$ cat config.mk
export PLATFORM = sky130hd
export DESIGN_NAME = icache_ctrl
export DESIGN_NICKNAME = d
export VERILOG_FILES = /design/src/verilog/fetch_pkg.sv /design/src/verilog/icache_ctrl.sv
export VERILOG_INCLUDE_DIRS = /design/src /design/src/include
export SDC_FILE = /design/constraint.sdc
export NUM_CORES = 1
export LEC_CHECK = 0
export BUFFER_PORTS_ARGS = -buffer_cell sky130_fd_sc_hd__buf_4
export CORE_AREA = 5 5 177 179
export CTS_CLUSTER_SIZE = 20
export DETAILED_ROUTE_END_ITERATION = 8
export DIE_AREA = 0 0 182 184
export PLACE_DENSITY = 0.59
export RECOVER_POWER = 100
export SKIP_LAST_GASP = 1
export SLEW_MARGIN = 5
export SYNTH_ARGS = -nofsm -noshare
export SYNTH_HDL_FRONTEND = slang
export SYNTH_SLANG_ARGS = --single-unit
$ cat constraint.sdc
create_clock -name clk_i -period 15.5 [get_ports clk_i]
set_clock_uncertainty 0.2 [all_clocks]
set_input_delay 0 -clock clk_i [delete_from_list [all_inputs] [get_ports clk_i]]
set_output_delay 0 -clock clk_i [all_outputs]
set_load 0.01 [all_outputs]
$ cat src/include/fetch_cfg.svh
`ifndef FETCH_CFG_SVH
`define FETCH_CFG_SVH

// cache geometry.
`define FETCH_ICACHE_LINES 64
`define FETCH_BLOCK_WORDS  4

// first fetch address out of reset.
`define FETCH_RESET_PC     32'h0000_0100

// set to 1'b0 to silence the design checks.
`define FETCH_ASSERT_ON    1'b1

`endif

$ cat src/verilog/fetch_pkg.sv
`default_nettype none

`include "fetch_cfg.svh"

package fetch_pkg;

    localparam int WORD_SEL_W = $clog2(`FETCH_BLOCK_WORDS);
    localparam int OFFSET_W   = WORD_SEL_W + 2;         // byte offset inside a line.
    localparam int INDEX_W    = $clog2(`FETCH_ICACHE_LINES);
    localparam int TAG_W      = 32 - INDEX_W - OFFSET_W;

    typedef logic [31:0]                       addr_t;
    typedef logic [31:0]                       instr_t;
    typedef logic [32*`FETCH_BLOCK_WORDS-1:0]  block_t;   // word 0 in the low bits.
    typedef logic [INDEX_W-1:0]                index_t;
    typedef logic [TAG_W-1:0]                  tag_t;
    typedef logic [WORD_SEL_W-1:0]             word_sel_t;

    typedef enum logic [1:0] {
        ST_LOOKUP,
        ST_MEM_WAIT,
        ST_FILL
    } fetch_state_e;

    function automatic index_t addr_index(input addr_t a);
        return a[OFFSET_W +: INDEX_W];
    endfunction

    function automatic tag_t addr_tag(input addr_t a);
        return a[31 -: TAG_W];
    endfunction

    function automatic word_sel_t addr_word(input addr_t a);
        return a[2 +: WORD_SEL_W];
    endfunction

    function automatic addr_t block_base(input addr_t a);
        return {a[31:OFFSET_W], {OFFSET_W{1'b0}}};
    endfunction

    function automatic instr_t block_word(input block_t b, input word_sel_t s);
        return b[s*32 +: 32];
    endfunction

endpackage

`default_nettype wire

$ cat src/verilog/icache_ctrl.sv
`timescale 1ns/1ps
`default_nettype none

`include "fetch_cfg.svh"

module icache_ctrl
    import fetch_pkg::*;
(
    input  wire          clk_i,
    input  wire          rst_i,
    input  wire          stall_i,
    input  wire addr_t   pc_i,

    // cache array lookup.
    input  wire          hit_i,
    input  wire instr_t  hit_instr_i,

    // main memory block read.
    input  wire          mem_ready_i,
    input  wire          mem_valid_i,
    input  wire block_t  mem_block_i,
    output logic         mem_req_o,
    output addr_t        mem_addr_o,

    // line write into the array.
    output logic         fill_we_o,
    output addr_t        fill_addr_o,
    output block_t       fill_block_o,

    output logic         busy_o,
    output logic         instr_valid_o,
    output instr_t       instr_o,
    output addr_t        instr_addr_o
);

    fetch_state_e state_q;
    fetch_state_e state_d;
    addr_t        req_addr_q;
    block_t       fill_buf_q;
    logic         captured_q;
    logic         live_q;
    logic         answer;

    assign answer = mem_valid_i || captured_q;    // block in hand this cycle.

    always_comb begin
        state_d       = state_q;
        mem_req_o     = 1'b0;
        fill_we_o     = 1'b0;
        instr_valid_o = 1'b0;
        instr_o       = hit_instr_i;
        instr_addr_o  = pc_i;

        if (!stall_i) begin
            case (state_q)
                ST_LOOKUP: begin
                    if (live_q) begin
                        if (hit_i) begin
                            instr_valid_o = 1'b1;  // hit, word goes out now.
                        end else if (mem_ready_i) begin
                            mem_req_o = 1'b1;
                            state_d   = ST_MEM_WAIT;
                        end
                    end
                end
                ST_MEM_WAIT: begin
                    if (answer) begin
                        fill_we_o = 1'b1;
                        state_d   = ST_FILL;
                    end
                end
                ST_FILL: begin
                    instr_valid_o = 1'b1;
                    instr_o       = block_word(fill_buf_q, addr_word(req_addr_q));
                    instr_addr_o  = req_addr_q;
                    state_d       = ST_LOOKUP;
                end
                default: begin
                    state_d = ST_LOOKUP;
                end
            endcase
        end
    end

    always_ff @(posedge clk_i) begin
        if (!rst_i) begin
            state_q    <= ST_LOOKUP;
            captured_q <= 1'b0;
            live_q     <= 1'b0;
        end else begin
            state_q    <= state_d;
            // an answer seen under stall is kept until the write can go.
            captured_q <= (state_q == ST_MEM_WAIT) && stall_i && answer;
            live_q     <= 1'b1;                    // lookups start after reset.
        end
    end

    always_ff @(posedge clk_i) begin
        if (mem_req_o) begin
            req_addr_q <= pc_i;
        end
        if (state_q == ST_MEM_WAIT && mem_valid_i) begin
            fill_buf_q <= mem_block_i;             // memory sends it only once.
        end
    end

    assign mem_addr_o   = block_base(pc_i);
    assign fill_addr_o  = req_addr_q;
    assign fill_block_o = captured_q ? fill_buf_q : mem_block_i;

    // also high on a lookup miss so the pc holds while the request goes out.
    assign busy_o = (state_q != ST_LOOKUP) || !hit_i;

    a_req_from_lookup: assert property (@(posedge clk_i)
        disable iff (!rst_i || !`FETCH_ASSERT_ON)
        mem_req_o |-> (state_q == ST_LOOKUP && mem_ready_i) ##1 (state_q == ST_MEM_WAIT));

    a_fill_from_wait: assert property (@(posedge clk_i)
        disable iff (!rst_i || !`FETCH_ASSERT_ON)
        fill_we_o |-> (state_q == ST_MEM_WAIT) ##1 (state_q == ST_FILL));

    a_no_valid_in_stall: assert property (@(posedge clk_i)
        disable iff (!rst_i || !`FETCH_ASSERT_ON)
        !(instr_valid_o && stall_i));

endmodule

`default_nettype wire

Word level (Yosys, flattened, before mapping)
Cells that the tools add are included.
Widths: inputs -> output; s select.

operators by class
  $lt $le $gt $ge = 0
  bitwise operators = 1
  shifts and indexed selects = 1
  equal/unequal tests = 6
  divide/modulo/power cells = 0
  multipliers = 0
  muxes and demuxes = 23
  reductions and logical operators = 9
  add/sub/neg operators = 0

operators by type and width
  cell                number
  $mux 128            1
  $mux 32             4
  $shiftx 128x8->32   1
  $mux 1              12
  $mux 2              4
  $ne 2x2->1 const B  4
  $reduce_and 5->1    1
  $pmux 2 s2          1
  $logic_and 1x1->1   3
  $eq 2x1->1 const B  1
  $eq 2x2->1 const B  1
  $logic_not 2->1     1
  $logic_or 1x1->1    2
  $pmux 1 s2          1
  $reduce_bool 2->1   1
  $logic_not 1->1     1
  $not 1->1           1

word-level totals
  register bits after elaboration = 164
  memories kept = 0
  RAM bits = 0
  bits in read-only memories = 0
  latch bits = 0

Depth between registers and ports, before layout
  depth in word-level cells = 5
  gate-level depth with buffers = 5
  depth with buffers taken out = 3

Worst setup path after synthesis
Ideal clock, no wire load.

  path type = reg2reg
  start point = register state_q[1]
  end point = register fill_buf_q[0], enable pin
  period minus slack after synthesis = 6.678 ns
  path slack = 8.822 ns
  arrival = 5.861 ns
  stages on the path, launching flop included = 3
  cells stage by stage = dfxtp_1 > nand2b_1 > nor2_1

between the ends
  longest elaborated chain between the ends = 2

ends and longest elaborated chain
  item                      line                text
  start: declaration        icache_ctrl.sv:36   fetch_state_e state_q;
  start signal: assignment  icache_ctrl.sv:91   state_q <= state_d;
  $eq 2x1->1                icache_ctrl.sv:102  if (state_q == ST_MEM_WAIT && mem_valid_i) begin
  $logic_and 1x1->1         icache_ctrl.sv:102
  end signal: assignment    icache_ctrl.sv:103  fill_buf_q <= mem_block_i;
  end: declaration          icache_ctrl.sv:39   block_t fill_buf_q;

Every way passes these cells.
A chain may end at the register's enable or synchronous reset.

Worst setup path in the final report
  start point = register captured_q
  end point = register state_q[1]

between the ends
  longest elaborated chain between the ends = 3

ends and longest elaborated chain
  item                               line               text
  start: declaration                 icache_ctrl.sv:40  logic captured_q;
  start signal: assignment           icache_ctrl.sv:93  captured_q <= (state_q == ST_MEM_WAIT) && stall_i && answer;
  $logic_or 1x1->1                   icache_ctrl.sv:44  assign answer = mem_valid_i || captured_q;
  $ne 2x2->1 (no source line)        --
  $reduce_and 5->1 (no source line)  --

Every way passes these cells.

==> results.txt <==
----------------------------------------------------
[Run status]
  Violated checks ... capacitance limit, slew limit
  Result of the run ... finished, violations left

[Synthesis]
  Sequential element share of the synthesized area ... 0.584
  Distinct cell type count after synthesis ... 25
  Dominant register cell in the synthesized netlist ... sky130_fd_sc_hd__edfxtp_1
  Number of synthesis warnings ... 0
  Area of the mapped netlist ... 8370 um^2
  Mean cell area of the mapped netlist ... 15.4 um^2
  Seq cells post-synth ... ~160
  Count of flip-flops with a built-in enable after synthesis ... 160
  Post-Syn Instances ... 542
  Asr flop ratio synth ... 0

[Floorplanning]
  Die area ... 33500 um^2
  Die boundary height ... 184 um
  Die outline width ... 182 um
  # rows ... 63
  Std-Cell Core Area ... 29400 um^2
  Initial core utilization ... 0.285
  Boundary Pins ... approximately 460

[STA]
  Final Max Slew Viols ... 407
  Tmin final ... roughly 6.9 ns
  Accumulated negative setup slack ... 0 ns
  Hold slack ... 0.116 ns
  Max-slew headroom at the worst pin ... -1.82
  Period utilization ... 0.444
  Final-report hold violation count ... 0
  Setup violations, final ... 0
  Achievable frequency ... 145 MHz
  RSZ-0062 raised after global routing ... no
  Worst Tran Pin Value ... 4.23 ns

[Power and ir drop]
  Max IR drop VDD ... just under 0.00005 V
  Switching share of total power ... 0.256
  Reported net switching power ... 0.279 mW
  Power Density ... about 84 nW/um^2
  Leakage power ... 4.86 nW
  Part of the total power dissipated in combinational logic ... 0.153
  Clk pwr share ... 0.390
  Internal power ... 0.812 mW
  Register share of total power ... 0.458

[Finish]
  Non-filler instance count after layout ... approximately 1500
  Synth-to-layout area growth ... 55.5%
  Leading cell types in the layout, fill and taps excluded ... 282 x sky130_fd_sc_hd__clkbuf_1, 167 x sky130_fd_sc_hd__dlygate4sd3_1, 160 x sky130_fd_sc_hd__edfxtp_1, 118 x sky130_fd_sc_hd__mux2_2, 98 x sky130_fd_sc_hd__clkbuf_4
  Commonest non-fill, non-tap cell in the layout ... sky130_fd_sc_hd__clkbuf_1
  Finished Cell Area ... 13000 um^2
  Nets ... 1325
  Fraction of final layout cells sized beyond drive strength 1 ... 0.291

[Global routing]
  Met1 usage in global routing ... 0.208
  Number of antenna violations at the first check in global routing ... 1
  Routing usage on met2 ... 0.325
  Total routing usage reported by global routing ... 0.177
  GRT met3 Usage ... 0.0467
  Global-route wire length before repair ... between 40000 and 50000 um
  Number of global-route vias before repair ... 7498
  Most heavily used metal layer in global routing ... met2
  Pin count of the biggest net entering global routing ... 78
  Overall overflow remaining after global route ... 0

[Route]
  Iteration-0 DRC count of the detailed router ... around 350
  Mean number of vias per cell ... 4.63
  DRT antenna net count ... 0
  Via count of the routed design ... 7085
  Post-DR wirelength/cell ... between 20 and 25 um
  Final WL ... 31400 um
  DRC ... 0
  Total iterations of the first detailed-routing run ... 4

[Clock network]
  Maximum clock insertion buffer count ... 2
  Inserted Clock Buffers ... 17
  Number of H-tree levels ... 4
  Clock latency reported for the late side of the worst-skew pair ... 0.41 ns
  Reg clk slew, reported paths ... 0.08 ns
  CTS tree ... done
  Number of buffers inserted to repair setup after CTS ... 0
  Clk sinks ... 164
  Clock root buffer ... sky130_fd_sc_hd__clkbuf_16

[Worst setup path]
  Critical path's slowest cell ... sky130_fd_sc_hd__clkbuf_1
  Cell Chain, Critical Path ... clkbuf_1, nor2_1, nor3_1, o21a_1, dlygate4sd3_1
  Critical path buffers and inverters ... 2
  Critical path start-end classification ... reg -> reg
  Delay of the slowest critical-path stage ... slightly below 3 ns
  Worst Setup End Kind ... register
  Data required time at the worst endpoint ... 15.65 ns
  Max Fanout on Critical Path ... 70
  Type of origin of the critical path ... register
  Top Family by Delay on Critical Path ... buffers and inverters
  Critical Path AT ... 7.04 ns

[Place]
  Placed standard-cell area ... roughly 12000 um^2
  Placed cell count ... 1331
  Half-perimeter wire length of the detailed placement result ... between 20000 and 25000 um
  Port Buffers ... ~450
  Final estimated routing congestion in global placement ... 0.833

[Min path]
  Classification of the worst-slack hold path ... in -> reg

[Job]
  Number of max-cap violations ... 7

----------------------------------------------------
through the flow:
| step | setup slack, ns | utilization | total power, mW |
|---|---|---|---|
| after floorplan | 8.82 | - | 0.572 |
| after global placement | 12.63 | 0.406 | 0.675 |
| after detailed placement | 12.59 | 0.406 | 0.675 |
| after CTS | 12.23 | 0.482 | 1.14 |
| after global routing | 8.03 | 0.443 | 1.14 |
| final | 8.61 | 0.443 | 1.09 |
power groups by stage:
| stage | Combinational [mW] | Clock [mW] | Sequential [mW] |
|---|---|---|---|
| floorplan | 0.0631 | 0 | 0.509 |
| global placement | 0.166 | 0 | 0.509 |
| detailed placement | 0.166 | 0 | 0.509 |
| CTS | 0.202 | 0.443 | 0.499 |
| global route | 0.180 | 0.460 | 0.500 |
| finish | 0.167 | 0.425 | 0.500 |
state kept, by name (all words and copies together) (netlist names):
| name | count |
|---|---|
| captured_q | 1 |
| fill_addr_o | 32 |
| fill_buf_q | 128 |
| live_q | 1 |
| state_q | 2 |
path summary, 6_finish.rpt:
path,from,endpoint,slack (ns),cells after the start
setup / recovery,captured_q$_SDFF_PN0_,state_q[1]$_SDFFE_PN0P_,8.61,5
hold / removal,mem_block_i[105],fill_buf_q[105]$_DFFE_PP_,0.12,2
setup reg to reg,captured_q$_SDFF_PN0_,state_q[1]$_SDFFE_PN0P_,8.61,5
hold reg to reg,state_q[0]$_SDFFE_PN0P_,captured_q$_SDFF_PN0_,0.50,2
logic make-up (layout without fill, tap and decap cells):
logic type | Yosys count | count (layout) | synth area share
flops | 164 | 164 | 0.584
buf+inv | 67 | 662 | 0.0504
simple gates | 51 | 51 | 0.0257
other cells | 1 | 5 | 0.000448
mux | 223 | 223 | 0.303
compound gates | 36 | 36 | 0.0368
synth_stat cells (2+ instances only):
cell | count | area [um^2]
sky130_fd_sc_hd__edfxtp_1 | 160 | 4800
sky130_fd_sc_hd__mux2_2 | 132 | 1490
sky130_fd_sc_hd__mux2i_1 | 64 | 641
sky130_fd_sc_hd__nand2_1 | 38 | 143
sky130_fd_sc_hd__buf_4 | 32 | 240
sky130_fd_sc_hd__o221ai_1 | 32 | 280
sky130_fd_sc_hd__mux2_4 | 27 | 405
sky130_fd_sc_hd__buf_2 | 16 | 80.1
sky130_fd_sc_hd__clkbuf_1 | 11 | 41.3
sky130_fd_sc_hd__buf_6 | 4 | 45.0
sky130_fd_sc_hd__dfxtp_1 | 4 | 80.1
sky130_fd_sc_hd__nor2_1 | 4 | 15.0
sky130_fd_sc_hd__buf_1 | 3 | 11.3
sky130_fd_sc_hd__nor3_1 | 3 | 15.0
sky130_fd_sc_hd__o21a_1 | 2 | 15.0
cell type report:
class / count / area (um^2)
sequential: 164 / 4880
clock inverter: 15 / 144
antenna: 1 / 2.50
tap: 390 / 488
multi-input combinational: 314 / 2980
inverter: 1 / 3.75
clock buffer: 17 / 425
fill: 2914 / 16400
timing repair buffer: 629 / 4080
timing repair:
| item | CTS | global route |
|---|---|---|
| endpoints found under the hold margin | 197 | 0 |
| hold buffers | 167 | 0 |
| gates resized for setup | 0 | 0 |
metal layers:
layer | routed length, um | part of all wire
met5 | 0 | 0
met1 | 12500 | 0.40
met3 | 2150 | 0.068
met4 | 504 | 0.016
met2 | 16300 | 0.52
Power figures use the tool's default switching activity.
