==> src/include/fetch_cfg.svh <==
`ifndef FETCH_CFG_SVH
`define FETCH_CFG_SVH

// cache geometry.
`define FETCH_ICACHE_LINES 64
`define FETCH_BLOCK_WORDS  4

// first fetch address out of reset.
`define FETCH_RESET_PC     32'h0000_0100

// set to 1'b0 to silence the design checks.
`define FETCH_ASSERT_ON    1'b1

`endif

==> src/verilog/fetch_pkg.sv <==
`default_nettype none

`include "fetch_cfg.svh"

package fetch_pkg;

    localparam int WORD_SEL_W = $clog2(`FETCH_BLOCK_WORDS);
    localparam int OFFSET_W   = WORD_SEL_W + 2;         // byte offset inside a line.
    localparam int INDEX_W    = $clog2(`FETCH_ICACHE_LINES);
    localparam int TAG_W      = 32 - INDEX_W - OFFSET_W;

    typedef logic [31:0]                       addr_t;
    typedef logic [31:0]                       instr_t;
    typedef logic [32*`FETCH_BLOCK_WORDS-1:0]  block_t;   // word 0 in the low bits.
    typedef logic [INDEX_W-1:0]                index_t;
    typedef logic [TAG_W-1:0]                  tag_t;
    typedef logic [WORD_SEL_W-1:0]             word_sel_t;

    typedef enum logic [1:0] {
        ST_LOOKUP,
        ST_MEM_WAIT,
        ST_FILL
    } fetch_state_e;

    function automatic index_t addr_index(input addr_t a);
        return a[OFFSET_W +: INDEX_W];
    endfunction

    function automatic tag_t addr_tag(input addr_t a);
        return a[31 -: TAG_W];
    endfunction

    function automatic word_sel_t addr_word(input addr_t a);
        return a[2 +: WORD_SEL_W];
    endfunction

    function automatic addr_t block_base(input addr_t a);
        return {a[31:OFFSET_W], {OFFSET_W{1'b0}}};
    endfunction

    function automatic instr_t block_word(input block_t b, input word_sel_t s);
        return b[s*32 +: 32];
    endfunction

endpackage

`default_nettype wire

==> src/verilog/fetch_pc.sv <==
`timescale 1ns/1ps
`default_nettype none

`include "fetch_cfg.svh"

module fetch_pc
    import fetch_pkg::*;
(
    input  wire         clk_i,
    input  wire         rst_i,
    input  wire         stall_i,
    input  wire         redirect_i,
    input  wire addr_t  redirect_addr_i,
    input  wire         instr_valid_i,
    input  wire         busy_i,
    output addr_t       pc_o
);

    addr_t pc_q;
    logic  pending_q;
    addr_t pending_addr_q;
    logic  deliver;
    logic  take_now;
    logic  take_pending;

    assign deliver      = instr_valid_i && !stall_i;
    // the delivery from the fill state ends the miss.
    assign take_now     = redirect_i && (!busy_i || deliver);
    assign take_pending = pending_q && (!busy_i || deliver) && !redirect_i;

    always_ff @(posedge clk_i) begin
        if (!rst_i) begin
            pc_q      <= `FETCH_RESET_PC;
            pending_q <= 1'b0;
        end else begin
            if (take_now) begin
                pc_q <= redirect_addr_i;
            end else if (take_pending) begin
                pc_q <= pending_addr_q;            // replaces the advance.
            end else if (deliver) begin
                pc_q <= pc_q + 32'd4;
            end

            if (redirect_i && !take_now) begin
                pending_q <= 1'b1;                 // controller busy, park it.
            end else if (take_now || take_pending) begin
                pending_q <= 1'b0;
            end
        end
    end

    // a newer redirect overwrites an older parked one.
    always_ff @(posedge clk_i) begin
        if (redirect_i && !take_now) begin
            pending_addr_q <= redirect_addr_i;
        end
    end

    assign pc_o = pc_q;

    // redirect targets from the core must be word aligned too.
    a_pc_aligned: assert property (@(posedge clk_i) disable iff (!rst_i || !`FETCH_ASSERT_ON)
        pc_o[1:0] == 2'b00);

endmodule

`default_nettype wire

==> config.mk <==
export PLATFORM = sky130hd
export DESIGN_NAME = fetch_pc
export DESIGN_NICKNAME = d
export VERILOG_FILES = /design/src/verilog/fetch_pkg.sv /design/src/verilog/fetch_pc.sv
export VERILOG_INCLUDE_DIRS = /design/src /design/src/include
export SDC_FILE = /design/constraint.sdc
export NUM_CORES = 1
export LEC_CHECK = 0
export ABC_AREA = 1
export BUFFER_PORTS_ARGS = -buffer_cell sky130_fd_sc_hd__buf_4
export CAP_MARGIN = 10
export CORE_MARGIN = 4
export CORE_UTILIZATION = 40
export CTS_CLUSTER_DIAMETER = 100
export DETAILED_ROUTE_END_ITERATION = 8
export HOLD_SLACK_MARGIN = 0.15
export PLACE_DENSITY_LB_ADDON = 0.12
export SLEW_MARGIN = 0
export SYNTH_ARGS = -nofsm -noshare
export SYNTH_HDL_FRONTEND = slang
export SYNTH_SLANG_ARGS = --single-unit
==> constraint.sdc <==
create_clock -name clk_i -period 2.55 [get_ports clk_i]
set_input_delay 0.1275 -clock clk_i [delete_from_list [all_inputs] [get_ports clk_i]]
set_output_delay 0.1275 -clock clk_i [all_outputs]
set_load 0.02 [all_outputs]
Yosys cells after proc, flatten, opt, wreduce, memory -nomap -nowiden
Index checks and enable logic that the tools add are counted.
W data, S select, Z words.
{"block": "word_totals", "elab_cells": 22, "regBits": 65, "inputBits": 38, "out_inout_bits": 32}
{"block": "classes", "mux": 5, "n_addsub": 1, "n_reduce_logical": 13}
{"cell": "$mux W32", "n": 3}
{"cell": "$add A32 B3 Y32 const B", "n": 1}
{"cell": "$logic_and A1 B1 Y1", "n": 5}
{"cell": "$logic_not A1 Y1", "n": 4}
{"cell": "$reduce_bool A3 Y1", "n": 1}
{"cell": "$logic_or A1 B1 Y1", "n": 2}
{"cell": "$mux W1", "n": 2}
{"cell": "$reduce_bool A2 Y1", "n": 1}

Depth between registers and ports, before layout
Gate-level depths: netlist of the first run.
{"block": "logic_depth", "depth_word": 8, "mapped_depth": 12}

Least setup slack after synthesis of the first run
OpenSTA, ideal clock, no wires.
{"block": "synth_path", "kind": "input port to flip-flop", "start": "input port redirect_i", "end": "register pending_addr_q[0] (enable)", "setup_time_ps": 421, "stages": 3, "arrival_time_ps": 1760, "setup_slack_ps": 369, "path_cell_list": "inv_2 > clkbuf_1 > nor2_1"}
{"block": "synth_via", "elab_chain_len": 3}
{"item": "start, declared", "line_no": "fetch_pc.sv:12", "rtl": "input wire redirect_i,"}
{"item": "$logic_and A1 B1 Y1", "line_no": "fetch_pc.sv:28", "rtl": "assign take_now = redirect_i && (!busy_i || deliver);"}
{"item": "$logic_not A1 Y1", "line_no": "fetch_pc.sv:54", "rtl": "if (redirect_i && !take_now) begin"}
{"item": "$logic_and A1 B1 Y1 *", "line_no": "fetch_pc.sv:54"}
{"item": "end signal, assigned", "line_no": "fetch_pc.sv:55", "rtl": "pending_addr_q <= redirect_addr_i;"}
{"item": "end, declared", "line_no": "fetch_pc.sv:21", "rtl": "addr_t pending_addr_q;"}
Every way passes the cells marked *; elsewhere a longest branch is shown, timed or not.
A chain may end at the register's enable or synchronous reset.

Final worst setup path of the first run
{"block": "layout_path", "start": "input port redirect_i", "end": "register pending_addr_q[2] (enable)"}
Same word-level chain as after synthesis.

==> impl_metrics.yaml, run 1 <==
placement:
  placed_cells: 701
  dpl_worst_slack_ns: 0.5921
  globalplace.congestion: 0.8446
  numPortBuffers: 69
  dp_hpwl_mm: 7.067
logic_synthesis:
  synth_ff_type: "dfxtp_1"
  synth-edff-count: 32
  synthArstFlopShare_pct: 0
  syn-cell-area_sq_um: 3664
  ys_seq_elements: 65
  syn_inst: 537
  yosysWarningCount: 0
  yosysUniqueCellTypes: 28
  yosysSeqAreaShare_pct: 44.26
  syn_avg_cell_area_sq_um: 6.822
  syn_nets: 576
floorplan:
  rows: 34
  core-area_sq_um: 8806
  start_util_pct: 41.60
  dieHeight_um: 103.7
  die_w_um: 103.7
  fp.dieArea_sq_um: 10750
  io_pins: 70
job:
  drv_cap: 0
min_path:
  hp-class: "in -> reg"
routing:
  via_per_inst: 4.897
  wl_mm: 10.26
  drt-pass1-iter-count: 5
  ant_nets: 0
  drt_iter0_drc: 288
  drc: 0
  wl_per_cell_um: 13.68
  num_vias: 3673
clock_network:
  cts_max_level: 3
  post_cts_buffers: 0
  cts_buffers: 9
  clk_latency_ns: 0.35
  cts_tree: "done"
  cts_resized: 0
  cts_buffer_depth: 2
  clkTransAtPathRegs_ns: 0.07
  clock_sinks: 65
  clock-root-buffer: "clkbuf_8"
timing:
  layout_setup_ws_ns: 0.4281
  rsz0062_at_grt: "no"
  slew_viol_final: 0
  max_slew_margin_pct: 38.83
  finalHoldViolCount: 0
  period_share_pct: 83.21
  finalSetupViolations: 0
  skew_ns: 0.01426
  fin_tns_setup_ns: 0
  max_freq_ghz: 0.4713
  fin_crit_ns: 2.122
  worstMarginPinSlew_ns: 0.9166
power_and_ir_drop:
  vdd_ir_drop_max_mv: 0.3690
  finalPower_w: 0.002595
  p_leak_nw: 2.137
  p_per_area_nw_per_um2: 541.2
finish:
  fin_util_pct: 54.45
  final_cells: 750
  area_growth_pct: 30.87
  drive_gt1_share_pct: 16.04
  insertedDiodeCount: 0
  nets: 677
  multi_input_area_sq_um: 1720
  seqCellArea_sq_um: 1622
  fill_cells: 856
worst_setup_path:
  crit_path_start_kind: "primary input"
  end_kind: "flop"
  critPathRequiredTime_ns: 2.58
  path_class: "in -> reg"
  rrSetupSlack_ns: 0.66
  worst-path-max-fanout: 26
  arrival_ns: 2.15
global_routing:
  antenna_found_initial: 0
  overflow: 0
  grt_pass1_wl_mm: 17.48
  grt_pass1_vias: 3587
  grt_max_degree: 32
  grtUsageTotal_pct: 19.60
run_status:
  status: "completed"
[registers in the layout, summed over array words and instances, names as in the netlist]
register and flops:
pending_addr_q 32, pending_q 1, pc_o 32
[worst max-delay path, stage by stage]
cell and delay (ns):
dlygate4sd3_1 0.52, buf_4 0.12, inv_2 0.19, nor2_2 0.78
buf_4 0.40
[through the flow]
step           hold slack (ns)  area, sq um
2_1_floorplan           0.2264         3664
3_3_place_gp            0.3157         4287
3_5_place_dp            0.3178         4287
4_1_cts                 0.1745         4795
5_1_grt                 0.1825         4795
6_report                0.1958         4795
[path summary, 6_finish.rpt]
check / from / end / cells after the start
max: redirect_i / pending_addr_q[2]$_DFFE_PP_ / 5
max reg2reg: pc_o[3]$_SDFFE_PN0P_ / pc_o[26]$_SDFFE_PN0P_ / 10
min: rst_i / pc_o[28]$_SDFFE_PN0P_ / 3
min reg2reg: pc_o[1]$_SDFFE_PN0P_ / pc_o[1]$_SDFFE_PN0P_ / 2
[per-layer routing]
| metal | global-route usage [%] | up-vias | share of wire, % |
|---|---|---|---|
| met2 | 31.31 | 94 | 45 |
| met3 | 4.540 | 13 | 5.3 |
| met4 | 5.603 | 0 | 1.2 |
| met1 | 26.63 | 1659 | 49 |
| met5 | 0 | - | 0 |
| li1 | - | 1907 | - |
[cells in the final DEF (no fill, tap or decap), drive strengths merged]
cell type,count
nand2,219
a31oi,2
dlygate4sd3,34
clkbuf,9
o21a,1
ha,1
o21ai,44
clkinv,4
inv,60
clkinvlp,1
dfxtp,33
a21oi,30
xor2,3
and2,1
xnor2,3
nor3,2
edfxtp,32
buf,75
o211ai,3
nand3,35
nor2,50
[layout make-up]
cell class / instances / share of cell area, %
flip-flops and latches: 65 / 33.82
inverters: 59 / 4.619
repair buffers: 109 / 19.36
multi-input cells: 394 / 35.88
well taps: 108 / 2.818
clock buffers: 9 / 2.584
clock inverters: 6 / 0.9134
[repair_timing]
action,CTS,global route
endpoints found under the hold margin,62,0
hold buffers,34,0
setup endpoints to repair,0,0
[cells by family (layout without fill, tap and decap cells)]
family | Yosys count | after routing | share of synthesized area [%]
AND/OR/NAND/NOR | 307 | 307 | 33.74
AO/OA/AOI/OAI | 80 | 80 | 11.37
buffers and inverters | 78 | 183 | 8.846
flip-flops | 65 | 65 | 44.26
XOR/XNOR | 6 | 6 | 1.435
adder cells (fa/ha/maj) | 1 | 1 | 0.3415
[power by group]
| group | leakage (nW) | switching (W) | internal (W) |
|---|---|---|---|
| clock | 0.0854 | 0.000422 | 0.000350 |
| sequential | 0.570 | 0.0000882 | 0.00118 |
| combinational | 1.48 | 0.000311 | 0.000241 |
[synthesized netlist by cell type (all sizes together) (2+ instances only)]
cell type,number,area (sq um)
buf,11,72.56
clkbuf,8,30.03
edfxtp,32,960.9
xnor2,3,26.28
a21oi,30,153.9
nand2,219,842.1
inv,59,221.5
a31oi,2,12.51
nor2,50,197.7
nand3,35,180.2
o211ai,3,22.52
dfxtp,33,660.6
xor2,3,26.28
nor3,2,10.01
o21ai,44,220.2
(Power assumes the default switching activity.)
==> inputs of run 2 (changes only) <==
Settings changed: ABC_AREA 1 to 0.
Clock period 2.55 ns to 2.1 ns, I/O delays scaled along.
==> run 2 against run 1 <==
  * Clock-buffer cell count rose by 2
  * Sequential cell count did not move
  * Utilization grew 2.4 points
  * Area after synthesis down 7.3%
  * Sequential share of layout area increased by 0.90 points
  * Register-to-register slack worse by 0.46 ns
  * First-iteration DRC count is 23% lower
  * Global-route usage up 2.6 points
  * Final area down 2.6%
  * Die area shrank 6.8%
  * Largest cell class is now sequential cells
  * Highest routed layer unchanged
==> impl_metrics.yaml, run 2 <==
routing:
  num_vias: 3413
  drt_iter0_drc: 221
  ant_nets: 0
  top_layer_used: "met4"
  met2_length_mm: 5.004
  wl_met3_um: 687
  drc: 0
  via_per_inst: 5.854
  wl_per_cell_um: 18.56
  wl_mm: 10.82
  drt-pass1-iter-count: 5
  wl_met1_mm: 4.986
logic_synthesis:
  yosysSeqAreaShare_pct: 47.77
  syn-cell-area_sq_um: 3395
  synthArstFlopShare_pct: 0
  syn_inst: 350
  ys_seq_elements: 65
  syn_avg_cell_area_sq_um: 9.699
  yosysTopAreaCell: "edfxtp_1"
  yosys-top-cells-area: "edfxtp_1 28%, dfxtp_1 19%, a21oi_1 4.9%"
  ys_top_cells_by_count: "33 x a21oi_1, 33 x dfxtp_1, 32 x edfxtp_1, 29 x nand2_1, 25 x o21ai_0"
  synth_ff_type: "dfxtp_1"
  synth-edff-count: 32
  yosysUniqueCellTypes: 62
  yosysWarningCount: 0
  synth_top_area_share_pct: 28.31
  syn_nets: 389
worst_setup_path:
  path_class: "reg -> reg"
  worst_path_max_delay_cell: "dfxtp_1"
  worst-path-max-fanout: 12
  worst_path_largest_cell_delay_ns: 0.46
  path_buf_inv: 1
  crit_path_cell_trace: "nand4_1, nor4_4, buf_4, nand2_1, or3_1, a31oi_1"
  cp_top_family: "simple AND/OR/NAND/NOR gates"
  end_kind: "flop"
  arrival_ns: 2.16
  critPathRequiredTime_ns: 2.36
  crit_path_start_kind: "flop"
finish:
  final_cells: 583
  area_growth_pct: 37.60
  final_area_sq_um: 4671
  drive_gt1_share_pct: 26.99
  seqCellArea_sq_um: 1622
  fill_cells: 743
  final_cell_mix: "101 x buf_4, 34 x dlygate4sd3_1, 33 x dfxtp_1"
  insertedDiodeCount: 0
  nets: 512
  layout_commonest_cell: "buf_4"
  multi_input_area_sq_um: 1608
global_routing:
  grt_pass1_wl_mm: 17.33
  overflow: 0
  grt_pass1_vias: 3266
  grt_max_degree: 23
  antenna_found_initial: 0
  grtUsageTotal_pct: 22.18
floorplan:
  start_util_pct: 41.31
  dieHeight_um: 100.1
  core-area_sq_um: 8217
  die_w_um: 100.1
  rows: 33
  fp.dieArea_sq_um: 10020
  io_pins: 70
placement:
  globalplace.congestion: 0.8801
  dp_hpwl_mm: 7.651
  placed_cells: 533
  dpl_worst_slack_ns: 0.2470
  placed_area_sq_um: 4148
  numPortBuffers: 69
power_and_ir_drop:
  p_per_area_nw_per_um2: 669.9
  clkPwrFrac_pct: 32.8
  p_leak_nw: 1.810
  vdd_ir_drop_max_mv: 0.2928
  p_sw_w: 0.0008909
  seq_power_share_pct: 48.0
  p_int_w: 0.002238
  comb_power_share_pct: 19.1
  swShare_pct: 28.47
timing:
  max_slew_margin_pct: 59.16
  finalHoldViolCount: 0
  worstMarginPinSlew_ns: 0.6104
  fin_crit_ns: 1.905
  max_freq_ghz: 0.5250
  period_share_pct: 90.70
  layout_setup_ws_ns: 0.1954
  fin_tns_setup_ns: 0
  slew_viol_final: 0
  finalSetupViolations: 0
  rsz0062_at_grt: "no"
  skew_ns: 0.01189
clock_network:
  cts_tree: "done"
  clk_latency_ns: 0.34
  cts_buffers: 9
  post_cts_buffers: 0
  cts_max_level: 3
  clock_sinks: 65
  clock-root-buffer: "clkbuf_8"
  clkTransAtPathRegs_ns: 0.08
  cts_buffer_depth: 2
job:
  drv_cap: 0
min_path:
  hp-class: "in -> reg"
run_status:
  status: "completed"
run 2: changes by cell type in the layout (fill, tap and decap cells not counted), moves of 11 or more:
cell | previous run | this run
nor3_1 | 2 | 13
nor2_1 | 47 | 10
o22ai_1 | 0 | 11
nand3_1 | 34 | 17
nand2_1 | 213 | 29
buf_4 | 73 | 101
inv_1 | 57 | 9
o21ai_0 | 39 | 25
run 2: cells by family (layout without fill, tap and decap cells):
group                      Yosys count  in the layout  share of synthesized area, %
xor gates and xnor gates             9              9                         2.322
adders and majority gates            1              1                        0.3685
buffers and inverters               32            160                         5.197
and+or+nand+nor                    110            110                         17.88
DFF                                 65             65                         47.77
AOI/OAI and AO/OA                  131            131                         25.88
muxes                                2              2                        0.5898
run 2: timing repair:
item | in CTS | in global routing
hold endpoints to repair | 58 | 0
endpoints found under the setup margin | 0 | 1
hold buffers | 34 | 0
resized for setup | 0 | 2
run 2: final timing paths:
kind	from	endpoint	slack (ns)	depth (start not counted)
worst min register to register	pc_o[1]$_SDFFE_PN0P_	pc_o[1]$_SDFFE_PN0P_	0.51	2
worst max-delay path	pc_o[16]$_SDFFE_PN0P_	pc_o[20]$_SDFFE_PN0P_	0.20	6
worst min-delay path	busy_i	pc_o[1]$_SDFFE_PN0P_	0.36	5
worst max register to register	pc_o[16]$_SDFFE_PN0P_	pc_o[20]$_SDFFE_PN0P_	0.20	6
run 2: power groups by stage:
stage               combinational [W]  clock, W  sequential, W
global route                 0.000653   0.00110        0.00151
CTS                          0.000596   0.00104        0.00150
global placement             0.000542         0        0.00153
detailed placement           0.000544         0        0.00153
floorplan                    0.000237         0        0.00157
finish                       0.000599   0.00103        0.00150
run 2: stage by stage:
step                      utilization, %  total power, W  hold WS, ns
after global placement             50.48        0.002068       0.2942
after floorplan                        -        0.001808       0.2039
after detailed placement           50.48        0.002072       0.2945
after CTS                          56.78        0.003134       0.3436
after global routing               56.84        0.003262       0.3850
final                              56.84        0.003129       0.3585
run 2: final cells by class:
cell class                 count  area share (%)
tap                          105           2.813
sequential                    65           34.72
inverter                       9          0.7233
timing repair buffer         135           23.52
multi-input combinational    253           34.42
clock buffer                  11           2.813
clock inverter                 5          0.9912
run 2: routing by layer:
layer,track usage [%],vias up
met5,0,-
met4,6.425,0
met3,4.795,16
met2,34.91,115
met1,30.76,1668
li1,-,1614
run 2: worst register-to-register path: cells and delay by family (launching register included):
family / cells / cell delay, ns
simple gates: 4 / 0.95
flops: 1 / 0.46
buf+inv: 1 / 0.21
compound gates: 1 / 0.19
==> inputs of run 3 (changes only) <==
Settings changed: CORE_UTILIZATION 40 to 46.
==> run 3 against run 2 <==
  * Global-route usage up 2.3 points
  * Clock skew down 0.0066 ns
  * Non-clock buffer count down 5
  * Via count up 0.12%
  * Total power down 4.7%
  * Sequential power about the same
  * Sequential share of layout area up 0.39 points
  * Sequential cell count unchanged
  * Clock power down 14%
  * Hold slack worse by 0.094 ns
  * First-iteration DRC count up 16%
  * Combinational power down 1%
==> impl_metrics.yaml, run 3 (synthesis results as in run 2) <==
floorplan:
  io_pins: 70
  start_util_pct: 47.05
  dieHeight_um: 93.91
  core-area_sq_um: 7214
  fp.dieArea_sq_um: 8818
  die_w_um: 93.91
  rows: 31
routing:
  drc: 0
  drt_iter0_drc: 257
  wl_per_cell_um: 17.99
  drt-pass1-iter-count: 5
  num_vias: 3417
  via_per_inst: 5.974
  ant_nets: 0
  wl_mm: 10.29
global_routing:
  grt_pass1_wl_mm: 16.91
  grtUsageTotal_pct: 24.48
  grt_pass1_vias: 3415
  grt_max_degree: 23
  overflow: 0
  antenna_found_initial: 0
clock_network:
  cts_max_level: 3
  clock_sinks: 65
  clock-root-buffer: "clkbuf_8"
  cts_tree: "done"
  cts_buffers: 9
  clkTransAtPathRegs_ns: 0.07
  cts_buffer_depth: 2
  clk_latency_ns: 0.34
timing:
  max_slew_margin_pct: 62.77
  slew_viol_final: 0
  finalHoldViolCount: 0
  period_share_pct: 90.31
  max_freq_ghz: 0.5273
  finalSetupViolations: 0
  fin_crit_ns: 1.896
  fin_tns_setup_ns: 0
  worstMarginPinSlew_ns: 0.5573
  rsz0062_at_grt: "no"
  skew_ns: 0.005273
finish:
  area_growth_pct: 36.09
  drive_gt1_share_pct: 26.43
  final_cell_mix: "95 x buf_4, 33 x dlygate4sd3_1, 33 x dfxtp_1"
  multi_input_area_sq_um: 1603
  fill_cells: 641
  insertedDiodeCount: 0
  nets: 507
  layout_commonest_cell: "buf_4"
  seqCellArea_sq_um: 1622
  final_cells: 572
power_and_ir_drop:
  comb_power_share_pct: 19.9
  swShare_pct: 28.94
  vdd_ir_drop_max_mv: 0.3692
  p_sw_w: 0.0008630
  p_int_w: 0.002119
  p_per_area_nw_per_um2: 645.6
  seq_power_share_pct: 50.4
  p_leak_nw: 1.784
  clkPwrFrac_pct: 29.7
placement:
  dp_hpwl_mm: 7.221
  placed_cells: 523
  numPortBuffers: 69
  globalplace.congestion: 0.9893
worst_setup_path:
  end_kind: "flop"
  path_class: "reg -> reg"
  worst-path-max-fanout: 12
  worstRegToRegCells: 6
  arrival_ns: 2.11
  crit_path_start_kind: "flop"
  critPathRequiredTime_ns: 2.32
min_path:
  hp-class: "in -> reg"
  whs_path_depth: 3
job:
  drv_cap: 0
run_status:
  status: "completed"
## run 3: cell type report
cell class | count | area share [%]
sequential | 65 | 35.10
multi-input combinational | 253 | 34.70
timing repair buffer | 130 | 23.46
clock buffer | 11 | 2.844
tap | 99 | 2.681
inverter | 9 | 0.7313
clock inverter | 5 | 0.4875
## run 3: path summary, 6_finish.rpt
kind                         start                     end  slack, ns
max reg2reg  pc_o[15]$_SDFFE_PN0P_   pc_o[22]$_SDFFE_PN0P_       0.20
max          pc_o[15]$_SDFFE_PN0P_   pc_o[22]$_SDFFE_PN0P_       0.20
min                     redirect_i  pending_q$_SDFFE_PN0P_       0.26
min reg2reg   pc_o[1]$_SDFFE_PN0P_    pc_o[1]$_SDFFE_PN0P_       0.51
## run 3: per-layer routing
metal / global-route usage [%] / part of all wire (%) / vias up
met1: 33.87 / 45 / 1621
met3: 5.609 / 7.9 / 22
li1: - / - / 1613
met5: 0 / 0 / -
met4: 8.544 / 2.2 / 0
met2: 37.55 / 45 / 161
## run 3: power by group through the flow
stage	Sequential, W	Combinational, W	Clock [W]
after detailed placement	0.00153	0.000542	0
after global placement	0.00153	0.000539	0
final	0.00150	0.000593	0.000886
after global routing	0.00151	0.000647	0.000958
after floorplan	0.00157	0.000237	0
after CTS	0.00150	0.000592	0.000899
## run 3: worst max-delay path, stage by stage (launching register included)
cell,delay (ns)
dfxtp_1,0.47
nand4_1,0.24
nor4_4,0.19
buf_4,0.21
nand2_1,0.13
a2111oi_0,0.42
nor3_1,0.10
## run 3: what timing repair did
item / CTS / global route
hold buffers: 33 / 0
gates resized for setup: 0 / 0
setup buffers: 0 / 0
hold endpoints to repair: 56 / 0
## run 3: stage by stage
step                utilization (%)  setup WS [ns]  area (sq um)  total power (W)  hold WS, ns
floorplan                         -        0.06515          3397         0.001808       0.2039
global placement              57.32         0.2801          4135         0.002067       0.2938
detailed placement            57.32         0.2808          4135         0.002071       0.2950
CTS                           64.03         0.2756          4619         0.002993       0.2539
global route                  64.03        0.05026          4619         0.003119       0.2886
finish                        64.03         0.2035          4619         0.002982       0.2646
